## src/reg_file.sv

```systemverilog
`default_nettype none
`timescale 1ns/1ns

module reg_file #(
    parameter int XLEN = 32
) (
    input  wire logic            clk,
    input  wire logic            reset_n,
    input  wire logic [4:0]      rd_addr_a,
    input  wire logic [4:0]      rd_addr_b,
    output logic      [XLEN-1:0] rd_data_a,
    output logic      [XLEN-1:0] rd_data_b,
    input  wire logic            wr_en,
    input  wire logic [4:0]      wr_addr,
    input  wire logic [XLEN-1:0] wr_data
);

    logic [XLEN-1:0] regs [32];               // x0 slot kept at zero

    always_ff @(posedge clk or negedge reset_n) begin
        if (!reset_n) begin
            for (int i = 0; i < 32; i++) begin
                regs[i] <= '0;
            end
        end else if (wr_en && (wr_addr != 5'd0)) begin
            regs[wr_addr] <= wr_data;
        end
    end

    // Same-cycle write shows up on the read port
    assign rd_data_a = (rd_addr_a == 5'd0) ? '0 :
                       (wr_en && (wr_addr == rd_addr_a)) ? wr_data : regs[rd_addr_a];
    assign rd_data_b = (rd_addr_b == 5'd0) ? '0 :
                       (wr_en && (wr_addr == rd_addr_b)) ? wr_data : regs[rd_addr_b];

endmodule

`default_nettype wire

```

## config.mk

```make
export PLATFORM = sky130hd
export DESIGN_NAME = reg_file
export DESIGN_NICKNAME = d
export VERILOG_FILES = /design/src/reg_file.sv
export SDC_FILE = /design/constraint.sdc
export NUM_CORES = 2
export LEC_CHECK = 0
export BUFFER_PORTS_ARGS = -buffer_cell sky130_fd_sc_hd__buf_2
export CORE_ASPECT_RATIO = 1.75
export CORE_MARGIN = 2
export CORE_UTILIZATION = 46
export CTS_CLUSTER_SIZE = 8
export DETAILED_ROUTE_END_ITERATION = 6
export GPL_ROUTABILITY_DRIVEN = 0
export PLACE_DENSITY = 0.62
export SETUP_SLACK_MARGIN = 0.15
export SLEW_MARGIN = 20
export SYNTH_ARGS = -nofsm -noshare
export SYNTH_HDL_FRONTEND = slang
export SYNTH_SLANG_ARGS = --single-unit
```

## constraint.sdc

```tcl
create_clock -name clk -period 4.35 [get_ports clk]
set_clock_uncertainty 0.05 [all_clocks]
set_input_delay 0.435 -clock clk [delete_from_list [all_inputs] [get_ports clk]]
set_output_delay 0.435 -clock clk [all_outputs]
set_load 0.005 [all_outputs]
```

; After elaboration in Yosys (flattened, before gate mapping)
; Index checks and enable logic that the tools add are counted.
[classes]
n_eq_ne = 2
bitwise = 3
magnitude_cmp = 4
n_reduce_logical = 7
muxes = 13
[ops]
columns = cell, count
row1 = bitwise mux 1024 bit, 1
row2 = binary-select mux 32 bit (select 5 bit), 2
row3 = two-way mux 32 bit, 9
row4 = demux 32 bit (select 5 bit), 1
row5 = "greater-or-equal comparator 6 bit, second input constant", 3
row6 = NOT 5 -> 6 bit, 3
row7 = == test 5 bit, 2
row8 = logical NOT 5 bit, 2
row9 = "less-than comparator 6 x 1 -> 1 bit, second input constant", 1
row10 = nonzero test 5 bit, 1
row11 = logical AND 1 bit, 4
[totals]
register_bits = 1024
inputBits = 50
out_inout_bits = 64

; Longest topological paths before layout
[depth]
ltp_word = 6
mapped_depth = 10
depth_no_buf = 5

; Worst setup path after synthesis
; OpenSTA, ideal clock, no wires.
[synth_timing]
kind = input -> output
start = in rd_addr_b[0]
end = out rd_data_b[7]
path_stages = 7
t_required_ps = 3865
path_buffers = 3
setup_slack_ps = 1647
arrival_ps = 2218
path_cell_list = buf_4 > buf_2 > buf_2 > mux4_2 > a22oi_1 > nand2_1 > a221o_1
[synth_between]
elab_chain_len = 6
[synth_rtl]
columns = item, line
row1 = "start, declared", 10  ; input wire logic [4:0] rd_addr_b,
row2 = NOT 5 -> 6 bit (implied by the code), 34  ; (wr_en && (wr_addr == rd_addr_b)) ? wr_data : regs[rd_addr_b];
row3 = binary-select mux 32 bit (select 5 bit), 34
row4 = two-way mux 32 bit (implied by the code) (2 in a row), 34
row5 = two-way mux 32 bit, 34
row6 = two-way mux 32 bit (*), 33  ; assign rd_data_b = (rd_addr_b == 5'd0) ? '0 :
row7 = "end, declared", 12  ; output logic [XLEN-1:0] rd_data_b,
; Every way passes the cells marked *; elsewhere a longest branch is shown, timed or not. The select of a mux whose other input is x is not followed.

; Worst setup path in the final report
[layout_timing]
start = reg regs[596] (netlist bit)
end = out rd_data_a[20]
[layout_between]
elab_chain_len = 5
[layout_rtl]
columns = item, line
row1 = "start, declared", 18  ; logic [XLEN-1:0] regs [32];
row2 = "start signal, assigned by index", 26  ; regs[wr_addr] <= wr_data;
row3 = binary-select mux 32 bit (select 5 bit), 32  ; (wr_en && (wr_addr == rd_addr_a)) ? wr_data : regs[rd_addr_a];
row4 = two-way mux 32 bit (implied by the code) (2 in a row), 32
row5 = two-way mux 32 bit, 32
row6 = two-way mux 32 bit, 31  ; assign rd_data_a = (rd_addr_a == 5'd0) ? '0 :
row7 = "end, declared", 11  ; output logic [XLEN-1:0] rd_data_a,
; No other way between the ends. The select of a mux whose other input is x is not followed.

==> results_dict.tcl <==
set metrics [dict create \
    fillCellCount 9838 \
    dr.pass1.iters 5 \
    ys_ff_latch 1024 \
    hold_viol 0 \
    max_freq_mhz 270 \
    path_clk_slew_ps 50 \
    dpl_cell_area_sq_mm 0.0573 \
    clk_path_buf_depth 3 \
    ant_nets 0 \
    tritoncts "built" \
    ys_types 53 \
    grt_pass1_wl_um 278000 \
    critPathCaptureType "output port" \
    die_h_um 460 \
    rrSetupSlack_ps 3470 \
    cp-start-kind "flop" \
    relSlewSlack_pct 18.3 \
    synth_top_flop_cell "dfrtp_1" \
    dieWidth_um 264 \
    largest_reg_flops 1024 \
    critical_path_arrival_ps 3220 \
    synth_area_leaders "dfrtp_1 47%, mux2_2 19%, mux4_2 17%, mux2i_1 4.2%, mux2_1 2.0%" \
    avgRoutedWirePerCell_um 36.6 \
    synth_area_sq_mm 0.0545 \
    power.static_leakage_uw 0.0266 \
    tightest_slew_ps 1220 \
    grt_start_max_net_pins 130 \
    hold_class "input port to asynchronous set/reset pin" \
    drive_gt1_share_pct 49.6 \
    core_sq_mm 0.118 \
    peakVddDrop_v 0.000428 \
    r2r_cells 1 \
    insertion_delay_ps 760 \
    power_density_mw_per_mm2 470 \
    syn-num-nets 3723 \
    start_util_pct 46.2 \
    num_io_pins 114 \
    crit_path_max_fanout 3 \
    grt_pass1_vias 38400 \
    drt-initial-drc-count 3231 \
    area_delta_synth_final_pct 12.1 \
    cts.sink_count 1024 \
    yosysTopAreaCell "dfrtp_1" \
    r2r-end "regs[621]$_DFFE_PN0P_" \
    grtUsageTotal_pct 31.8 \
    wirelength_um 191000 \
    drv_slew 0 \
    max-cap-violations 0 \
    rsz0062_at_grt "no" \
    route.detailed.drc 0 \
    synth_edf_count 0 \
    multi_input_area_sq_mm 0.0272 \
    synth_cells 3673 \
    cts_setup_buffers 0 \
    synth_top_area_share_pct 47.0 \
    std_cell_rows 167 \
    crit_type "flop to output port" \
    fin_crit_sh_pct 85.1 \
    vias 36400 \
    r2r-start "regs[621]$_DFFE_PN0P_" \
    cts_root_buffer "clkbuf_16" \
    layout.nets 3725 \
    antenna_found_initial 9 \
    largest_register "regs" \
    io_buffers 113 \
    hpwl_um 120000 \
    finalSetupTns_ps 0 \
    period_minus_slack_ps 3700 \
    grt_overflow 0 \
    seq_area_sq_mm 0.0256 \
    yosysSeqAreaShare_pct 47.0 \
    die-area_sq_mm 0.121 \
    synth.most_common_cell "dfrtp_1" \
    critical_path_required_ps 3870 \
    via_per_inst 6.97 \
    synth_common_cells "1024 x dfrtp_1, 898 x mux2_2, 412 x mux4_2" \
    synthArstFlopShare_pct 100 \
    cts.htree.levels 4 \
    setup_viol 0 \
    final_area_sq_mm 0.0611 \
    yosys_warnings 0 \
    numCtsBuffers 146 \
    outcome "finished, final reports clean" \
    avgSynthCellArea_sq_um 14.9 \
    top_regs "regs (1024)" \
]
## metrics by stage
stage               utilization, %  setup slack, ps  hold WS (ps)  instances  total power [uW]
floorplan                        -             1650          89.4       3673             16500
global placement              48.5              637           327       5047             18400
detailed placement            48.5              625           333       5047             18600
CTS                           51.8              531           154       5210             28900
global route                  51.8              510           193       5212             29800
finish                        51.8              648           179       5214             28700
## layer usage
layer | part of all wire (%) | global-route usage (%) | wire length, um | vias up
met5 | 0.016 | 0 | 31 | -
met4 | 5.8 | 16.2 | 11000 | 6
met3 | 6.6 | 5.79 | 12600 | 547
met2 | 50 | 53.8 | 95500 | 1748
met1 | 38 | 39.1 | 71600 | 19800
li1 | - | - | - | 14300
## worst max-delay path: stages (launching register included)
cell,delay (ps)
dfrtp_1,400
mux4_2,480
a22o_1,250
a2111oi_0,610
a21oi_1,280
a22o_1,300
buf_2,140
## kinds of logic after synthesis
family,count (synthesis),share of synthesized area (%)
DFF,1024,47.0
xor gates and xnor gates,10,0.161
buffers and inverters,438,3.58
AOI/OAI and AO/OA,466,6.62
and+or+nand+nor,101,0.938
muxes,1634,41.7
## cell type report
class | count | share of cell area (%)
diodes | 4 | 0.0164
clock buffers | 149 | 6.08
clock inverters | 13 | 0.241
inverters | 1 | 0.00614
multi-input cells | 2211 | 44.6
flip-flops and latches | 1024 | 41.9
well taps | 1521 | 3.11
repair buffers | 291 | 4.08
## placed cells by master (no fill, tap or decap), types with 4 or more instances in the layout
| master | instances |
|---|---|
| o22a_1 | 6 |
| clkbuf_16 | 148 |
| a22oi_1 | 95 |
| o21ai_0 | 10 |
| mux2_2 | 898 |
| buf_2 | 105 |
| buf_12 | 43 |
| nor2_1 | 4 |
| nor2_4 | 19 |
| a2111oi_0 | 26 |
| a22o_1 | 71 |
| a2111oi_2 | 15 |
| dfrtp_1 | 1024 |
| mux2_1 | 97 |
| buf_4 | 137 |
| a211oi_1 | 4 |
| o221a_1 | 9 |
| a221o_1 | 12 |
| a32o_1 | 10 |
| mux4_2 | 412 |
| xnor2_1 | 8 |
| o22ai_1 | 44 |
| buf_8 | 4 |
| inv_6 | 8 |
| nand2_2 | 9 |
| mux2i_1 | 227 |
| o211ai_1 | 17 |
| a221oi_1 | 6 |
| a21oi_1 | 83 |
| nand2_1 | 23 |
| nand3b_1 | 7 |
| nor2b_1 | 4 |
| o221ai_1 | 43 |
| o21a_1 | 8 |
| diode_2 | 4 |
| nand2_4 | 6 |
## how the worst max path moves through the flow
stage,from,to,slack (ps)
2_1_floorplan,rd_addr_b[0],rd_data_b[7],1650
3_3_place_gp,rd_addr_a[0],rd_data_a[9],640
5_1_grt,rd_addr_a[0],rd_data_a[9],510
6_report,regs[596]$_DFFE_PN0P_,rd_data_a[20],650
4_1_cts,regs[596]$_DFFE_PN0P_,rd_data_a[20],530
3_5_place_dp,rd_addr_a[0],rd_data_a[9],620
## what timing repair did
action	CTS	global route
resized for setup	0	0
endpoints found under the hold margin	47	0
setup endpoints to repair	0	0
hold buffers	1	0
## power breakdown
group	switching, uW	internal, uW	total (uW)
registers	1380	11400	12700
logic	2480	3290	5770
clock network	4220	6000	10200
total	8080	20700	28700
Note: power is estimated with default switching activity, not from simulation.
