### src/pipe_pkg.sv
`default_nettype none

package pipe_pkg;

    typedef logic [31:0] word_t;              // Pipeline word, PC and data
    typedef logic [4:0]  reg_idx_t;           // Register number

    typedef enum logic [3:0] {
        OP_NOP  = 4'd0,
        OP_ADD  = 4'd1,
        OP_SUB  = 4'd2,
        OP_AND  = 4'd3,
        OP_OR   = 4'd4,
        OP_XOR  = 4'd5,
        OP_ADDI = 4'd6,
        OP_LW   = 4'd7,
        OP_SW   = 4'd8,
        OP_BEQ  = 4'd9
    } opcode_e;

    typedef struct packed {
        opcode_e     op;
        reg_idx_t    rd;
        reg_idx_t    rs1;
        reg_idx_t    rs2;
        logic [12:0] unused;                  // Spare bits, ignored by decode
    } instr_r_t;

    typedef struct packed {
        opcode_e            op;
        reg_idx_t           rd;               // Data reg for SW, first compare reg for BEQ
        reg_idx_t           rs1;
        logic signed [17:0] imm;              // Word offset for BEQ
    } instr_i_t;

    // Same 32 bits read as register form or immediate form
    typedef union packed {
        instr_r_t r;
        instr_i_t i;
    } instr_u;

    typedef enum logic [1:0] {
        FWD_NONE = 2'b00,                     // Value read in decode
        FWD_WB   = 2'b01,                     // From MEM/WB
        FWD_MEM  = 2'b10                      // From EX/MEM
    } fwd_sel_e;

    typedef struct packed {
        logic     valid;
        opcode_e  op;
        reg_idx_t rd;
        reg_idx_t rs1;
        reg_idx_t rs2;
        logic     uses_rs1;
        logic     uses_rs2;
        word_t    rs1_val;
        word_t    rs2_val;
        word_t    imm;                        // Sign-extended
        word_t    pc;
        logic     reg_write;
        logic     mem_read;
    } id_ex_t;

    typedef struct packed {
        logic     valid;
        opcode_e  op;
        reg_idx_t rd;
        logic     reg_write;
        logic     mem_read;
        logic     mem_write;
        word_t    alu_out;                    // Result or memory address
        word_t    store_data;
    } ex_mem_t;

    typedef struct packed {
        logic     valid;
        reg_idx_t rd;
        logic     reg_write;
        word_t    wb_data;
    } mem_wb_t;

endpackage

`default_nettype wire

### src/mem_wb_stage.sv
`default_nettype none
`timescale 1ns/1ns

module mem_wb_stage #(
    parameter int XLEN       = 32,
    parameter int DMEM_WORDS = 64             // Power of two
) (
    input  wire logic              clk,
    input  wire logic              reset_n,
    input  wire pipe_pkg::ex_mem_t ex_mem,
    output pipe_pkg::mem_wb_t      mem_wb
);

    localparam int ADDR_W = $clog2(DMEM_WORDS);

    logic [XLEN-1:0]   dmem [DMEM_WORDS];
    logic [ADDR_W-1:0] word_idx;              // Word index that wraps at the depth
    logic [XLEN-1:0]   load_data;
    logic [XLEN-1:0]   wb_value;

    assign word_idx = ex_mem.alu_out[ADDR_W+1:2];

    always_ff @(posedge clk or negedge reset_n) begin
        if (!reset_n) begin
            for (int i = 0; i < DMEM_WORDS; i++) begin
                dmem[i] <= '0;
            end
        end else if (ex_mem.valid && ex_mem.mem_write) begin
            dmem[word_idx] <= ex_mem.store_data;
        end
    end

    assign load_data = dmem[word_idx];        // Combinational read for LW
    assign wb_value  = ex_mem.mem_read ? load_data : ex_mem.alu_out;

    always_ff @(posedge clk or negedge reset_n) begin
        if (!reset_n) begin
            mem_wb <= '0;
        end else begin
            mem_wb.valid     <= ex_mem.valid;
            mem_wb.rd        <= ex_mem.rd;
            mem_wb.reg_write <= ex_mem.reg_write;
            mem_wb.wb_data   <= wb_value;
        end
    end

endmodule

`default_nettype wire

### config.mk
export PLATFORM = sky130hd
export DESIGN_NAME = mem_wb_stage
export DESIGN_NICKNAME = d
export VERILOG_FILES = /design/src/pipe_pkg.sv /design/src/mem_wb_stage.sv
export SDC_FILE = /design/constraint.sdc
export NUM_CORES = 2
export LEC_CHECK = 0
export BUFFER_PORTS_ARGS = -buffer_cell sky130_fd_sc_hd__buf_2
export CORE_MARGIN = 2
export CORE_UTILIZATION = 55
export CTS_CLUSTER_SIZE = 8
export DETAILED_ROUTE_END_ITERATION = 12
export PLACE_DENSITY = 0.74
export RECOVER_POWER = 100
export SKIP_LAST_GASP = 1
export SYNTH_ARGS = -nofsm -noshare
export SYNTH_HDL_FRONTEND = slang
export SYNTH_SLANG_ARGS = --single-unit
export TNS_END_PERCENT = 20
### constraint.sdc
create_clock -name clk -period 5.7 [get_ports clk]
set_input_delay 1.425 -clock clk [delete_from_list [all_inputs] [get_ports clk]]
set_output_delay 1.425 -clock clk [all_outputs]
set_load 0.02 [all_outputs]
### Word level (Yosys, flattened, before mapping)

Index checks and enable logic that the tools add are counted.

| word-level totals | value |
|---|---|
| bits in registers | 2087 |
| word-level logic and storage cells | 80 |

| operators by class | value |
|---|---|
| $lt $le $gt $ge | 2 |
| mux-type cells | 7 |
| bitwise gates (word level) | 1 |
| reduce and logical (&&, ||, !) cells | 2 |

Operator list:

| operator | count |
|---|---|
| 2048-bit bitwise mux | 1 |
| 32-bit binary-select mux with 6-bit select | 1 |
| 32-bit demux with 6-bit select | 1 |
| 32-bit two-way mux | 4 |
| 7-bit greater-or-equal comparator (second input constant) | 1 |
| 7-bit by 1-bit less-than comparator with 1-bit output (second input constant) | 1 |
| 6-bit NOT with 7-bit output | 1 |
| 1-bit logical AND | 2 |

### Logic depth before layout (Yosys ltp)

| depth | value |
|---|---|
| word-level depth | 6 |
| mapped depth | 12 |
| mapped depth without buffers | 6 |

### Least setup slack after synthesis

OpenSTA, ideal clock, no wires.

| timing | value |
|---|---|
| kind | input to register |
| start point | input ex_mem[34] in the netlist's numbering |
| end point | register mem_wb[15] in the netlist's numbering |
| arrival | 3.145 ns |
| required time | 5.548 ns |
| path slack | 2.403 ns |
| stages on the path | 8 |
| cell sequence | buf_4 -> buf_6 -> buf_2 -> mux4_2 -> mux2i_1 -> o22ai_1 -> a2111oi_0 -> a41oi_1 |

| between the ends | value |
|---|---|
| cells in the longest elaborated chain, start to end | 5 |

RTL lines:

| what | RTL line | source |
|---|---|---|
| from (decl) | mem_wb_stage.sv:10 | `input wire pipe_pkg::ex_mem_t ex_mem,` |
| 6-bit NOT with 7-bit output (not written as such) | mem_wb_stage.sv:33 | `assign load_data = dmem[word_idx];` |
| 32-bit binary-select mux with 6-bit select | mem_wb_stage.sv:33 |  |
| 32-bit two-way mux (not written as such) (2 in series) | mem_wb_stage.sv:33 |  |
| 32-bit two-way mux | mem_wb_stage.sv:34 | `assign wb_value = ex_mem.mem_read ? load_data : ex_mem.alu_out;` |
| net wb_value[15] | mem_wb_stage.sv:19 | `logic [XLEN-1:0] wb_value;` |
| to (decl) | mem_wb_stage.sv:11 | `output pipe_pkg::mem_wb_t mem_wb` |

The timed path passes the listed nets, and every way through them passes these cells. The select of a mux whose other input is x is not followed.
A chain may end at the register's enable or synchronous reset.

### Worst setup path after layout

| timing | value |
|---|---|
| start point | input ex_mem[37] in the netlist's numbering |
| end point | register mem_wb[5] in the netlist's numbering |

| between the ends | value |
|---|---|
| cells in the longest elaborated chain, start to end | 5 |

RTL lines:

| what | RTL line |
|---|---|
| 6-bit NOT with 7-bit output (not written as such) | mem_wb_stage.sv:33 |
| 32-bit binary-select mux with 6-bit select | mem_wb_stage.sv:33 |
| 32-bit two-way mux (not written as such) (2 in series) | mem_wb_stage.sv:33 |
| 32-bit two-way mux (*) | mem_wb_stage.sv:34 |
| net wb_value[5] | mem_wb_stage.sv:19 |

Mark *: on every way through the listed nets, which the timed path passes. The rest lies on a longest branch. The select of a mux whose other input is x is not followed.

==> summary.md <==
| Metric | Value |
|---|---|
| Final Hold Viols | `0` |
| Max Cap Violations | `36` |
| Cells along the critical path | `clkbuf_1 > or2_0 > clkbuf_1 > nor3_1 > or4b_1 > a22o_1` |
| Drt wl/cell | `approximately 36 um` |
| Mapped Area | `94,780 um2` |
| Skew final | `~0.046 ns` |
| Worst reg2reg path startpoint | `dmem[22]` |
| R2r endpoint | `mem_wb[22]` |
| Later-pin clock latency in the skew report | `approximately 0.93 ns` |
| GP Congestion | `a little under 0.9` |
| Number of buffers created by CTS | `311` |
| Ports | `~120` |
| CORE AREA | `171,400 um2` |
| Sequential fraction of the synthesis area | `0.5510` |
| WL final | `between 300 and 400 mm` |
| Static Leak | `just under 50 nW` |
| DR pass1 iterations | `6` |
| Crit end category | `register` |
| Layout cell share with drive strength beyond 1 | `0.4462` |
| DRT iter0 DRCs | `7,919` |
| Vias | `around 63,000` |
| Setup-failing EPs final | `0` |
| Die height | `419.1 um` |
| RSZ-0062 raised after global routing | `false` |
| Hold Crit Class | `in -> async` |
| DRC | `0` |
| Overflow after GRT | `0` |
| Crit path top cell by count | `clkbuf_1` |
| Status | `finished, violations left` |
| Largest net degree at the start of global routing | `179` |
| Crit-path slowest cell | `or2_0` |
| Routed Antenna Nets | `0` |
| Yosys reg bits | `roughly 2,100` |
| Fin util | `0.6169` |
| Ys async rst share | `1.000` |
| Crit path time final | `about 4.9 ns` |
| Maximum VDD drop | `0.0003353 V` |
| R2R depth | `6` |
| TritonCTS clock tree | `yes` |
| Placed Instances | `between 8,000 and 9,000` |
| Critical path required time | `around 6.5 ns` |
| All-Layer GR Usage | `0.3679` |
| Power Dens Cells | `roughly 340 nW/um2` |
| Mapped Avg Cell Area | `~14 um2` |
| Final worst-path cycle share | `0.8613` |
| Fmax | `203.7 MHz` |
| Die area | `about 180,000 um2` |
| CTS H-Tree Depth | `5` |
| WL met2 | `138.0 mm` |
| CP bufs+invs | `2` |
| Delay-heaviest family, CP | `simple AND/OR/NAND/NOR gates` |
| Worst-path fanout max | `17` |
| Initial antenna violation count | `15` |
| Nets | `between 6,000 and 7,000` |
| Via-to-Cell Ratio | `~7.0` |
| Slew Viols, Final | `900` |
| WP data arrival | `roughly 5.7 ns` |
| CTS Buffer Depth | `4` |
| Cts hold-fix bufs | `0` |
| Ys Warns | `0` |
| Met1 wire length | `122.2 mm` |
| Post-synth EDFFs | `0` |
| Ys flop type | `dfrtp_1` |
| Worst Setup Start Kind | `input pin` |
| CTS sink cnt | `2,087` |
| Area growth syn-to-layout | `11.53%` |
| Setup slack, reg-to-reg | `between 3 and 4 ns` |
| Slew margin rel. | `-1.048` |
| CTS root buffer | `clkbuf_16` |
| Failing checks | `capacitance limit, slew limit` |
| Syn nets | `between 6,000 and 7,000` |
| Worst Setup Path Type | `in -> reg` |
| DR top layer | `met5` |
| Wire length of the first global-routing pass | `about 460 mm` |
| Num rows | `around 150` |
| Met3 wire length | `roughly 36 mm` |
| PostCTS Resize Cnt | `0` |
| Synth Instances | `6,688` |
| Clk pin slew, worst setup/hold paths | `0.06 ns` |
| Die Span X | `roughly 420 um` |
| Port Buf Inserts | `113` |
| Worst Max-Slew Pin Slew | `a little over 3 ns` |
| # fillers | `approximately 13,000` |
| Max stage delay on crit path | `about 1.5 ns` |
| Vias in the first global route | `64,980` |
| Starting density of the core | `0.5531` |
| Post-Route Setup TNS | `0 ns` |
| DP HPWL | `about 190 mm` |
| Post-CTS Setup Bufs | `0` |
| Cell variety after synth | `73` |
| Final non-filler cell total | `roughly 9,000` |
==> per-layer routing <==
metal | global-route usage | vias up
met5 | 0 | -
met2 | 0.5327 | 3857
met3 | 0.09946 | 1142
li1 | - | 24730
met1 | 0.4912 | 33540
met4 | 0.2349 | 10
==> synthesized netlist by cell type (4+ instances only) <==
cell type / count / area (um2)
o21ai_0: 115 / 575.6
mux2_1: 74 / 833.3
buf_2: 292 / 1461
nand2_1: 94 / 352.8
dfrtp_1: 2087 / 52230
o22ai_1: 96 / 600.6
and3_1: 10 / 62.56
o21ai_1: 6 / 30.03
nor2b_1: 5 / 31.28
clkbuf_1: 278 / 1044
o2111ai_1: 4 / 35.03
mux2i_1: 196 / 1962
a221oi_1: 233 / 2041
o2111a_1: 4 / 45.04
a21oi_1: 102 / 510.5
nor2_1: 166 / 623.1
nand3_1: 17 / 85.08
a41oi_1: 8 / 70.07
mux4_2: 143 / 3221
nor3_1: 8 / 40.04
nand4_1: 8 / 50.05
o32a_1: 16 / 160.2
mux2_2: 2157 / 24290
a22o_1: 37 / 324.1
and3b_1: 5 / 43.79
o211ai_1: 11 / 82.58
a221o_1: 38 / 380.4
nor2_2: 23 / 143.9
a22oi_1: 166 / 1246
o22a_1: 10 / 87.58
a222oi_1: 11 / 110.1
buf_4: 57 / 427.9
o2bb2ai_1: 13 / 113.9
nand2b_1: 6 / 37.54
buf_1: 49 / 183.9
o31ai_1: 5 / 37.54
buf_6: 36 / 405.4
a31oi_1: 25 / 156.4
a211oi_1: 4 / 30.03
o221ai_1: 15 / 131.4
nor3b_1: 5 / 37.54
or2_2: 5 / 31.28
==> kinds of logic (layout without fill, tap and decap cells) <==
family	count (synthesis)	in the layout	synth area share
mux	2572	2572	0.3201
buf+inv	717	752	0.03737
other cells	0	6	0
compound gates	936	936	0.07314
simple gates	376	376	0.01839
flops	2087	2087	0.5510
==> worst max-delay path by stage <==
stage,start,to,cells past startpoint
3_5_place_dp,ex_mem[39],mem_wb[22],9
2_1_floorplan,ex_mem[34],mem_wb[15],8
4_1_cts,ex_mem[39],mem_wb[22],9
3_3_place_gp,ex_mem[39],mem_wb[22],9
5_1_grt,ex_mem[34],dmem[1019],8
6_report,ex_mem[37],mem_wb[5],6
==> layout make-up <==
type                    count  area, um2  share of cell area
well taps                2310       2890             0.02734
multi-input cells        3884      39220              0.3711
clock inverters             8      88.84           0.0008404
clock buffers             322       7993             0.07561
flip-flops and latches   2087      52230              0.4940
repair buffers            418       3248             0.03073
diodes                      6      15.01           0.0001420
inverters                   4      25.02           0.0002367
==> power breakdown <==
group          switching (mW)  internal, mW  leakage [nW]  total (mW)
combinational            1.95          1.58          17.3        3.53
clock                    6.26          9.76          3.98        16.0
sequential              0.608          16.1          28.3        16.7
==> stage by stage <==
step	hold slack (ns)	setup WS [ns]	instance area [um2]	total power, mW
6_report	0.3684	0.7905	105700	36.22
4_1_cts	0.3823	1.932	106500	36.28
5_1_grt	0.3937	0.9280	105700	37.31
2_1_floorplan	0.4503	2.403	94780	18.98
3_5_place_dp	0.4742	0.9749	98400	20.38
3_3_place_gp	0.4625	0.9831	98400	20.17
==> sequential cells by signal, indices dropped and copies added, names as in the netlist <==
register	cells
mem_wb	39
dmem	2048
==> layout by cell type (no fill, tap or decap), types with 9 or more instances in the layout <==
cell type and n:
mux2i_1 196, clkbuf_1 108, o32a_1 16, buf_4 161, o21ai_0 115, a21oi_1 102
o211ai_1 11, o221ai_1 15, nand2_1 96, and3_1 9, clkbuf_16 318, nor2_1 157
dfrtp_1 2087, mux2_2 2156, a22o_1 37, o2bb2ai_1 13, a22oi_1 166, buf_12 57
clkbuf_2 23, a222oi_1 11, a221oi_1 233, a221o_1 38, nor2_4 31, o22a_1 10
mux2_1 75, buf_2 68, a31oi_1 25, o22ai_1 96, mux4_2 143, nand3_1 17
Note: power is estimated with default switching activity, not from simulation.
