$ cat config.mk
export PLATFORM = sky130hd
export DESIGN_NAME = execute_stage
export DESIGN_NICKNAME = d
export VERILOG_FILES = /design/src/pipe_pkg.sv /design/src/execute_stage.sv
export SDC_FILE = /design/constraint.sdc
export NUM_CORES = 1
export LEC_CHECK = 0
export BUFFER_PORTS_ARGS = -buffer_cell sky130_fd_sc_hd__buf_4
export CELL_PAD_IN_SITES_DETAIL_PLACEMENT = 1
export CELL_PAD_IN_SITES_GLOBAL_PLACEMENT = 1
export CORE_MARGIN = 5
export CORE_UTILIZATION = 39
export CTS_CLUSTER_SIZE = 12
export DETAILED_ROUTE_END_ITERATION = 7
export GPL_TIMING_DRIVEN = 0
export PLACE_DENSITY_LB_ADDON = 0.1
export SYNTH_ARGS = -nofsm -noshare
export SYNTH_HDL_FRONTEND = slang
export SYNTH_SLANG_ARGS = --single-unit
$ cat constraint.sdc
create_clock -name clk -period 6.9 [get_ports clk]
set_clock_uncertainty 0.1 [all_clocks]
set_input_delay 0.69 -clock clk [delete_from_list [all_inputs] [get_ports clk]]
set_output_delay 0.69 -clock clk [all_outputs]
set_load 0.01 [all_outputs]
$ cat src/pipe_pkg.sv
`default_nettype none

package pipe_pkg;

    typedef logic [31:0] word_t;              // Pipeline word, PC and data
    typedef logic [4:0]  reg_idx_t;           // Register number

    typedef enum logic [3:0] {
        OP_NOP  = 4'd0,
        OP_ADD  = 4'd1,
        OP_SUB  = 4'd2,
        OP_AND  = 4'd3,
        OP_OR   = 4'd4,
        OP_XOR  = 4'd5,
        OP_ADDI = 4'd6,
        OP_LW   = 4'd7,
        OP_SW   = 4'd8,
        OP_BEQ  = 4'd9
    } opcode_e;

    typedef struct packed {
        opcode_e     op;
        reg_idx_t    rd;
        reg_idx_t    rs1;
        reg_idx_t    rs2;
        logic [12:0] unused;                  // Spare bits, ignored by decode
    } instr_r_t;

    typedef struct packed {
        opcode_e            op;
        reg_idx_t           rd;               // Data reg for SW, first compare reg for BEQ
        reg_idx_t           rs1;
        logic signed [17:0] imm;              // Word offset for BEQ
    } instr_i_t;

    // Same 32 bits read as register form or immediate form
    typedef union packed {
        instr_r_t r;
        instr_i_t i;
    } instr_u;

    typedef enum logic [1:0] {
        FWD_NONE = 2'b00,                     // Value read in decode
        FWD_WB   = 2'b01,                     // From MEM/WB
        FWD_MEM  = 2'b10                      // From EX/MEM
    } fwd_sel_e;

    typedef struct packed {
        logic     valid;
        opcode_e  op;
        reg_idx_t rd;
        reg_idx_t rs1;
        reg_idx_t rs2;
        logic     uses_rs1;
        logic     uses_rs2;
        word_t    rs1_val;
        word_t    rs2_val;
        word_t    imm;                        // Sign-extended
        word_t    pc;
        logic     reg_write;
        logic     mem_read;
    } id_ex_t;

    typedef struct packed {
        logic     valid;
        opcode_e  op;
        reg_idx_t rd;
        logic     reg_write;
        logic     mem_read;
        logic     mem_write;
        word_t    alu_out;                    // Result or memory address
        word_t    store_data;
    } ex_mem_t;

    typedef struct packed {
        logic     valid;
        reg_idx_t rd;
        logic     reg_write;
        word_t    wb_data;
    } mem_wb_t;

endpackage

`default_nettype wire

$ cat src/execute_stage.sv
`default_nettype none
`timescale 1ns/1ns

module execute_stage #(
    parameter int XLEN = 32
) (
    input  wire logic               clk,
    input  wire logic               reset_n,
    input  wire pipe_pkg::id_ex_t   id_ex,
    input  wire pipe_pkg::fwd_sel_e fwd_a,
    input  wire pipe_pkg::fwd_sel_e fwd_b,
    input  wire pipe_pkg::ex_mem_t  ex_mem_fwd,    // Current EX/MEM as forwarding source
    input  wire pipe_pkg::mem_wb_t  mem_wb,
    input  wire logic               stall,
    output logic                    branch_taken,
    output pipe_pkg::word_t         branch_target,
    output pipe_pkg::ex_mem_t       ex_mem
);
    import pipe_pkg::*;

    logic [XLEN-1:0] op_a, op_b;              // Forwarded operands
    logic [XLEN-1:0] hold_a, hold_b;          // Operands seen during the stall cycle
    logic            held_q;                  // ID/EX was held last cycle
    logic [XLEN-1:0] alu_out;
    ex_mem_t         ex_next;

    // A producer may retire during the stall, so its value is kept here
    function automatic logic [XLEN-1:0] pick(input fwd_sel_e sel,
                                             input logic [XLEN-1:0] dec_val,
                                             input logic [XLEN-1:0] held_val,
                                             input logic held,
                                             input logic [XLEN-1:0] mem_val,
                                             input logic [XLEN-1:0] wb_val);
        case (sel)
            FWD_MEM: return mem_val;
            FWD_WB:  return wb_val;
            default: return held ? held_val : dec_val;
        endcase
    endfunction

    assign op_a = pick(fwd_a, id_ex.rs1_val, hold_a, held_q,
                       ex_mem_fwd.alu_out, mem_wb.wb_data);
    assign op_b = pick(fwd_b, id_ex.rs2_val, hold_b, held_q,
                       ex_mem_fwd.alu_out, mem_wb.wb_data);

    always_comb begin
        case (id_ex.op)
            OP_ADD:                 alu_out = op_a + op_b;
            OP_SUB:                 alu_out = op_a - op_b;
            OP_AND:                 alu_out = op_a & op_b;
            OP_OR:                  alu_out = op_a | op_b;
            OP_XOR:                 alu_out = op_a ^ op_b;
            OP_ADDI, OP_LW, OP_SW:  alu_out = op_a + id_ex.imm;   // Also the byte address
            default:                alu_out = '0;
        endcase
    end

    assign branch_taken  = id_ex.valid && (id_ex.op == OP_BEQ) && (op_a == op_b);
    assign branch_target = id_ex.pc + {id_ex.imm[29:0], 2'b00};    // Word offset from BEQ

    always_comb begin
        ex_next            = '0;
        ex_next.valid      = id_ex.valid;
        ex_next.op         = id_ex.op;
        ex_next.rd         = id_ex.rd;
        ex_next.reg_write  = id_ex.reg_write; // Clear for BEQ and SW
        ex_next.mem_read   = id_ex.mem_read;
        ex_next.mem_write  = (id_ex.op == OP_SW);
        ex_next.alu_out    = alu_out;
        ex_next.store_data = op_b;            // SW data register sits in rs2
    end

    always_ff @(posedge clk or negedge reset_n) begin
        if (!reset_n) begin
            ex_mem <= '0;
            held_q <= 1'b0;
        end else begin
            ex_mem <= stall ? '0 : ex_next;   // Bubble behind a load
            held_q <= stall;
        end
    end

    always_ff @(posedge clk) begin
        if (stall) begin
            hold_a <= op_a;
            hold_b <= op_b;
        end
    end

endmodule

`default_nettype wire

==> After elaboration in Yosys (flattened, before gate mapping) <==
Cells that the tools add are included.
W data, S select, Z words.
{ "word_totals": {"reg_bits": 142, "latchBits": 0, "ram_bits": 0, "romBits": 0, "out_inout_bits": 110, "elab_cells": 41, "n_memories": 0} }
{ "op_classes": {"add_sub_neg": 4, "multipliers": 0, "div": 0, "order_cmp": 0, "eq_ne": 14, "shifts": 0, "mux": 6, "n_bitwise": 3, "reduce_logical": 3} }
{ "ops": {"columns": ["cell", "count"], "rows": [
  ["$pmux W32 S6", 1],
  ["$pmux W32 S2", 2],
  ["$add A32 B32 Y32", 3],
  ["$mux W77", 1],
  ["$mux W32", 2],
  ["$and A32 B32 Y32", 1],
  ["$eq A32 B32 Y1", 1],
  ["$or A32 B32 Y32", 1],
  ["$sub A32 B32 Y32", 1],
  ["$xor A32 B32 Y32", 1],
  ["$eq A4 B3 Y1 const B", 4],
  ["$eq A4 B2 Y1 const B", 2],
  ["$eq A4 B4 Y1 const B", 2],
  ["$eq A2 B1 Y1 const B", 2],
  ["$eq A2 B2 Y1 const B", 2],
  ["$eq A4 B1 Y1 const B", 1],
  ["$reduce_or A3 Y1", 1],
  ["$logic_and A1 B1 Y1", 2]
]} }

==> Depth between registers and ports, before layout <==
{ "logic_depth": {"word_depth": 5, "mapped_depth": 22, "depth_no_buf": 19} }

==> Least setup slack after synthesis <==
Ideal clock, no wire load.
{ "synth_timing": {"path_kind": "input to register", "from": "in fwd_b[0]", "to": "reg ex_mem[60] in the netlist's numbering", "setup_ns": 0.138, "arrival_time_ns": 4.902, "t_required_ns": 6.662, "slack_ns": 1.759, "stages": 20, "n_path_buf": 3, "cell_sequence": "inv_1 > ha_1 > clkbuf_1 > clkbuf_1 > buf_1 > a221oi_1 > a21o_1 > inv_1 > ha_1 > or3_1 > or4b_1 > a21oi_1 > nor4_1 > o31ai_1 > a31oi_1 > o31a_1 > o31ai_1 > xnor2_1 > a221oi_1 > o211ai_1"} }
{ "synth_rtl": {"columns": ["item", "line_no", "source"], "rows": [
  ["start, declared", "execute_stage.sv:11", "input wire pipe_pkg::fwd_sel_e fwd_b,"],
  ["end signal, assigned", "execute_stage.sv:78", "ex_mem <= stall ? '0 : ex_next;"],
  ["end, declared", "execute_stage.sv:17", "output pipe_pkg::ex_mem_t ex_mem"]
]} }

==> flow_summary.html <==
<table>
<tr><th>Metric</th><th>Value</th></tr>
<tr><th colspan="2">Die</th></tr>
<tr><td>Num ports</td><td>385</td></tr>
<tr><td>Die width</td><td>190 um</td></tr>
<tr><td>Die area</td><td>35900 sq um</td></tr>
<tr><td>Core area</td><td>31700 sq um</td></tr>
<tr><td>Effective utilization at floorplan</td><td>39.6%</td></tr>
<tr><td>Placement row count</td><td>65</td></tr>
<tr><td>Die Y-Extent</td><td>190 um</td></tr>
<tr><th colspan="2">Critical path</th></tr>
<tr><td>Crit. End Element</td><td>flip-flop</td></tr>
<tr><td>Reg2reg setup slack</td><td>0.43 ns</td></tr>
<tr><td>Req. time, crit path</td><td>7.04 ns</td></tr>
<tr><td>Crit path max-delay cell type</td><td>sky130_fd_sc_hd__clkbuf_1</td></tr>
<tr><td>Critical Path Source Type</td><td>input pin</td></tr>
<tr><td>Largest fanout on the critical path</td><td>10</td></tr>
<tr><td>Classification of the worst setup path</td><td>in -&gt; reg</td></tr>
<tr><td>Ordered cell list for the critical path</td><td>buf_4 &gt; inv_1 &gt; ha_1 &gt; clkbuf_1 &gt; clkbuf_1 &gt; a221oi_1 &gt; a21o_1 &gt; inv_1 &gt; ha_1 &gt; or3_1 &gt; or4b_1 &gt; a21oi_1 &gt; nor4_1 &gt; o31ai_1 &gt; a31oi_1 &gt; o31a_1 &gt; o31ai_1 &gt; xnor2_1 &gt; a221oi_1 &gt; o211ai_1</td></tr>
<tr><td>Largest stage delay on the critical path</td><td>0.63 ns</td></tr>
<tr><td>Critical path data arrival time</td><td>6.84 ns</td></tr>
<tr><td>Worst Reg-to-Reg Cells</td><td>17</td></tr>
<tr><th colspan="2">Synth</th></tr>
<tr><td>Count of synthesis-stage warnings from yosys</td><td>0</td></tr>
<tr><td>Synth async-reset ratio</td><td>54.9%</td></tr>
<tr><td>Average size of a mapped cell</td><td>8.84 sq um</td></tr>
<tr><td>Synth area leaders</td><td>sky130_fd_sc_hd__ha_1 (16%), sky130_fd_sc_hd__dfrtp_1 (16%), sky130_fd_sc_hd__edfxtp_1 (15%)</td></tr>
<tr><td>Yosys reg bits</td><td>142</td></tr>
<tr><td>Sequential fraction of the synthesis area</td><td>30.8%</td></tr>
<tr><td>Post-synth top flop</td><td>sky130_fd_sc_hd__dfrtp_1</td></tr>
<tr><td>Summed instance area of the synthesized netlist</td><td>12600 sq um</td></tr>
<tr><td>Yosys top cell by area</td><td>sky130_fd_sc_hd__ha_1</td></tr>
<tr><td>Gate Count Post-Synth</td><td>1422</td></tr>
<tr><td>Post-synth top area share</td><td>15.7%</td></tr>
<tr><td>Number of enable-type register cells in the synthesized netlist</td><td>64</td></tr>
<tr><td>Synthesized Nets</td><td>1858</td></tr>
<tr><td>Cell with the most instances after synthesis</td><td>sky130_fd_sc_hd__ha_1</td></tr>
<tr><td>Post-synthesis cell type count</td><td>68</td></tr>
<tr><td>Most frequent cells after synthesis</td><td>sky130_fd_sc_hd__ha_1 (158), sky130_fd_sc_hd__a21oi_1 (131), sky130_fd_sc_hd__nor2_1 (120), sky130_fd_sc_hd__inv_1 (106), sky130_fd_sc_hd__nand2_1 (100)</td></tr>
<tr><th colspan="2">Route</th></tr>
<tr><td>Overall via count from detail_route</td><td>13.0k</td></tr>
<tr><td>DR WL/cell</td><td>26.6 um</td></tr>
<tr><td>Post-detailed-route via-to-cell ratio</td><td>5.98</td></tr>
<tr><td>Post-detailed-route count of antenna-violating nets</td><td>0</td></tr>
<tr><td>DRC</td><td>0</td></tr>
<tr><td>Detailed Route Iter0 Violations</td><td>1079</td></tr>
<tr><td>First-pass iteration count of the detailed router</td><td>8</td></tr>
<tr><td>WL final</td><td>57800 um</td></tr>
<tr><th colspan="2">GRT</th></tr>
<tr><td>Global routing usage on met3</td><td>6.21%</td></tr>
<tr><td>Total global routing track utilization</td><td>30.9%</td></tr>
<tr><td>Number of global-route vias before repair</td><td>13.6k</td></tr>
<tr><td>GR Layer Usage met2</td><td>50.8%</td></tr>
<tr><td>Highest-utilization routing layer at the global route stage</td><td>met2</td></tr>
<tr><td>Number of antenna violations at the first check in global routing</td><td>5</td></tr>
<tr><td>Largest net degree at the start of global routing</td><td>79</td></tr>
<tr><td>Final global-route overflow total</td><td>0</td></tr>
<tr><td>Met1 Use GR</td><td>40.6%</td></tr>
<tr><td>Wire length of the first global-routing pass</td><td>83500 um</td></tr>
<tr><th colspan="2">Power</th></tr>
<tr><td>Largest vdd supply drop</td><td>0.197 mV</td></tr>
<tr><td>Total net switching power</td><td>0.00155 W</td></tr>
<tr><td>Leakage power</td><td>7.80 nW</td></tr>
<tr><td>Internal power of the cells</td><td>0.00219 W</td></tr>
<tr><td>Sequential cell fraction of total power</td><td>26.8%</td></tr>
<tr><td>Clock network power share</td><td>24.9%</td></tr>
<tr><td>Power per unit of standard cell area</td><td>233 nW/um^2</td></tr>
<tr><td>Share of total power in combinational logic</td><td>48.3%</td></tr>
<tr><td>Switching part of the total</td><td>41.5%</td></tr>
<tr><th colspan="2">Layout</th></tr>
<tr><td>Multi-input gate area</td><td>8020 sq um</td></tr>
<tr><td>Area added between synthesis and finish</td><td>27.6%</td></tr>
<tr><td>Number of filler cells placed in the layout</td><td>3816</td></tr>
<tr><td>Share of final-layout standard cells stronger than drive strength 1</td><td>21.5%</td></tr>
<tr><td># nets final</td><td>2192</td></tr>
<tr><td>Area occupied by registers</td><td>3870 sq um</td></tr>
<tr><th colspan="2">Timing</th></tr>
<tr><td>Final worst path period share</td><td>97.0%</td></tr>
<tr><td>Min Tclk post-route</td><td>6.69 ns</td></tr>
<tr><td>Max-slew violations</td><td>0</td></tr>
<tr><td>Actual slew at the worst max-slew pin</td><td>1.24 ns</td></tr>
<tr><td>Min setup slack post-route</td><td>0.205 ns</td></tr>
<tr><td>Total negative slack</td><td>0 ns</td></tr>
<tr><td>Final hold violations</td><td>0</td></tr>
<tr><td>Highest clock frequency the design can meet</td><td>149 MHz</td></tr>
<tr><td>Number of setup violations in the final report</td><td>0</td></tr>
<tr><td>Relative slew margins</td><td>17.0%</td></tr>
<tr><td>RSZ-0062 raised after global routing</td><td>false</td></tr>
<tr><th colspan="2">Run</th></tr>
<tr><td>MaxCap Viol Count</td><td>0</td></tr>
<tr><th colspan="2">Clock network</th></tr>
<tr><td># clock sinks</td><td>142</td></tr>
<tr><td>Number of CTS-inserted buffers</td><td>17</td></tr>
<tr><td>H-Tree Level Count</td><td>4</td></tr>
<tr><td>Clock transition at the registers of the reported paths</td><td>0.06 ns</td></tr>
<tr><td>TritonCTS clock tree</td><td>built</td></tr>
<tr><td>Number of buffers inserted by post-CTS setup repair</td><td>0</td></tr>
<tr><td>Skew-Pair Late Insertion Delay</td><td>0.45 ns</td></tr>
<tr><td>Longest Clk Path Bufs</td><td>2</td></tr>
<tr><td>Master cell of the clock root buffer</td><td>sky130_fd_sc_hd__clkbuf_16</td></tr>
<tr><th colspan="2">Place</th></tr>
<tr><td>Pre-CTS worst setup slack</td><td>-0.403 ns</td></tr>
<tr><td>Port bufs</td><td>316</td></tr>
<tr><td>Sum of net half-perimeters after detailed placement</td><td>44400 um</td></tr>
<tr><td>Routability congestion estimate</td><td>0.941</td></tr>
<tr><th colspan="2">Status</th></tr>
<tr><td>Status</td><td>finished clean</td></tr>
<tr><th colspan="2">Worst hold path</th></tr>
<tr><td>Classification of the worst-slack hold path</td><td>in -&gt; async</td></tr>
</table>
## what timing repair did
item	4_1_cts	5_1_grt
hold buffers	0	0
gates resized for setup	2	20
setup endpoints to repair	1	5
## power by group through the flow
stage          sequential [W]  clock, W  combinational (W)
4_1_cts               0.00100  0.000935            0.00178
2_1_floorplan         0.00103         0            0.00109
6_report              0.00100  0.000931            0.00181
3_5_place_dp          0.00102         0            0.00176
5_1_grt               0.00101  0.000974            0.00196
3_3_place_gp          0.00102         0            0.00173
## state kept, by name, summed over array words and instances (netlist names)
register and flops:
ex_mem 77, hold_a 32, hold_b 32, held_q 1
## critical path: cells and delay by family
| kind | cells | cell delay [ns] |
|---|---|---|
| AND/OR/NAND/NOR | 3 | 1.18 |
| XOR/XNOR | 1 | 0.11 |
| AO/OA/AOI/OAI | 9 | 2.75 |
| adder cells (fa/ha/maj) | 2 | 0.54 |
| buffers and inverters | 5 | 1.55 |
## logic make-up after synthesis
logic type                 synth area share [%]
and+or+nand+nor                            11.8
DFF                                        30.8
xor gates and xnor gates                   5.23
adders and majority gates                  16.3
muxes                                      5.69
AOI/OAI and AO/OA                          24.8
buffers and inverters                      5.43
## layout by cell type, fill, tap and decap left out, types with 22 or more instances in the layout
| cell type | instances |
|---|---|
| sky130_fd_sc_hd__o21ai_0 | 75 |
| sky130_fd_sc_hd__buf_4 | 320 |
| sky130_fd_sc_hd__nand2_1 | 100 |
| sky130_fd_sc_hd__a21oi_1 | 131 |
| sky130_fd_sc_hd__inv_1 | 106 |
| sky130_fd_sc_hd__a21o_1 | 67 |
| sky130_fd_sc_hd__xor2_1 | 22 |
| sky130_fd_sc_hd__mux2i_1 | 69 |
| sky130_fd_sc_hd__a221oi_1 | 86 |
| sky130_fd_sc_hd__clkbuf_1 | 48 |
| sky130_fd_sc_hd__nor2_1 | 120 |
| sky130_fd_sc_hd__xnor2_1 | 53 |
| sky130_fd_sc_hd__edfxtp_1 | 64 |
| sky130_fd_sc_hd__ha_1 | 158 |
| sky130_fd_sc_hd__nor2b_1 | 23 |
| sky130_fd_sc_hd__dfrtp_1 | 78 |
## worst paths after layout
path                                           start                    to
worst max-delay path                        fwd_b[0]  ex_mem[60]$_DFF_PN0_
worst min register to register  hold_b[27]$_DFFE_PP_  ex_mem[27]$_DFF_PN0_
max in group asynchronous                    reset_n  ex_mem[57]$_DFF_PN0_
worst max register to register      held_q$_DFF_PN0_  ex_mem[60]$_DFF_PN0_
worst min-delay path                         reset_n      held_q$_DFF_PN0_
min in group clk                          id_ex[144]  ex_mem[69]$_DFF_PN0_
## metal layers
| metal | vias to the layer above | share of wire, % | wire length [um] |
|---|---|---|---|
| li1 | 5883 | - | - |
| met5 | - | 0.019 | 11 |
| met1 | 6379 | 42 | 24200 |
| met2 | 626 | 46 | 26800 |
| met3 | 107 | 8.4 | 4860 |
| met4 | 2 | 3.3 | 1890 |
## layout make-up
type / count / share of cell area [%]
clock inverters: 11 / 0.491
plain buffers: 70 / 1.91
clock buffers: 21 / 3.00
multi-input cells: 1103 / 50.0
well taps: 402 / 3.14
repair buffers: 316 / 14.8
diodes: 4 / 0.0624
flip-flops and latches: 142 / 24.2
inverters: 106 / 2.48
## metrics by stage
step	cell area [sq um]	std cells	hold slack, ns	util [%]	total power [W]
2_1_floorplan	12600	1422	0.294	-	0.00212
3_3_place_gp	15400	2140	0.653	48.7	0.00274
3_5_place_dp	15400	2140	0.664	48.7	0.00278
4_1_cts	16000	2172	0.361	50.5	0.00372
5_1_grt	16000	2174	0.385	50.6	0.00394
6_report	16000	2175	0.350	50.6	0.00374
Power figures use the tool's default switching activity.
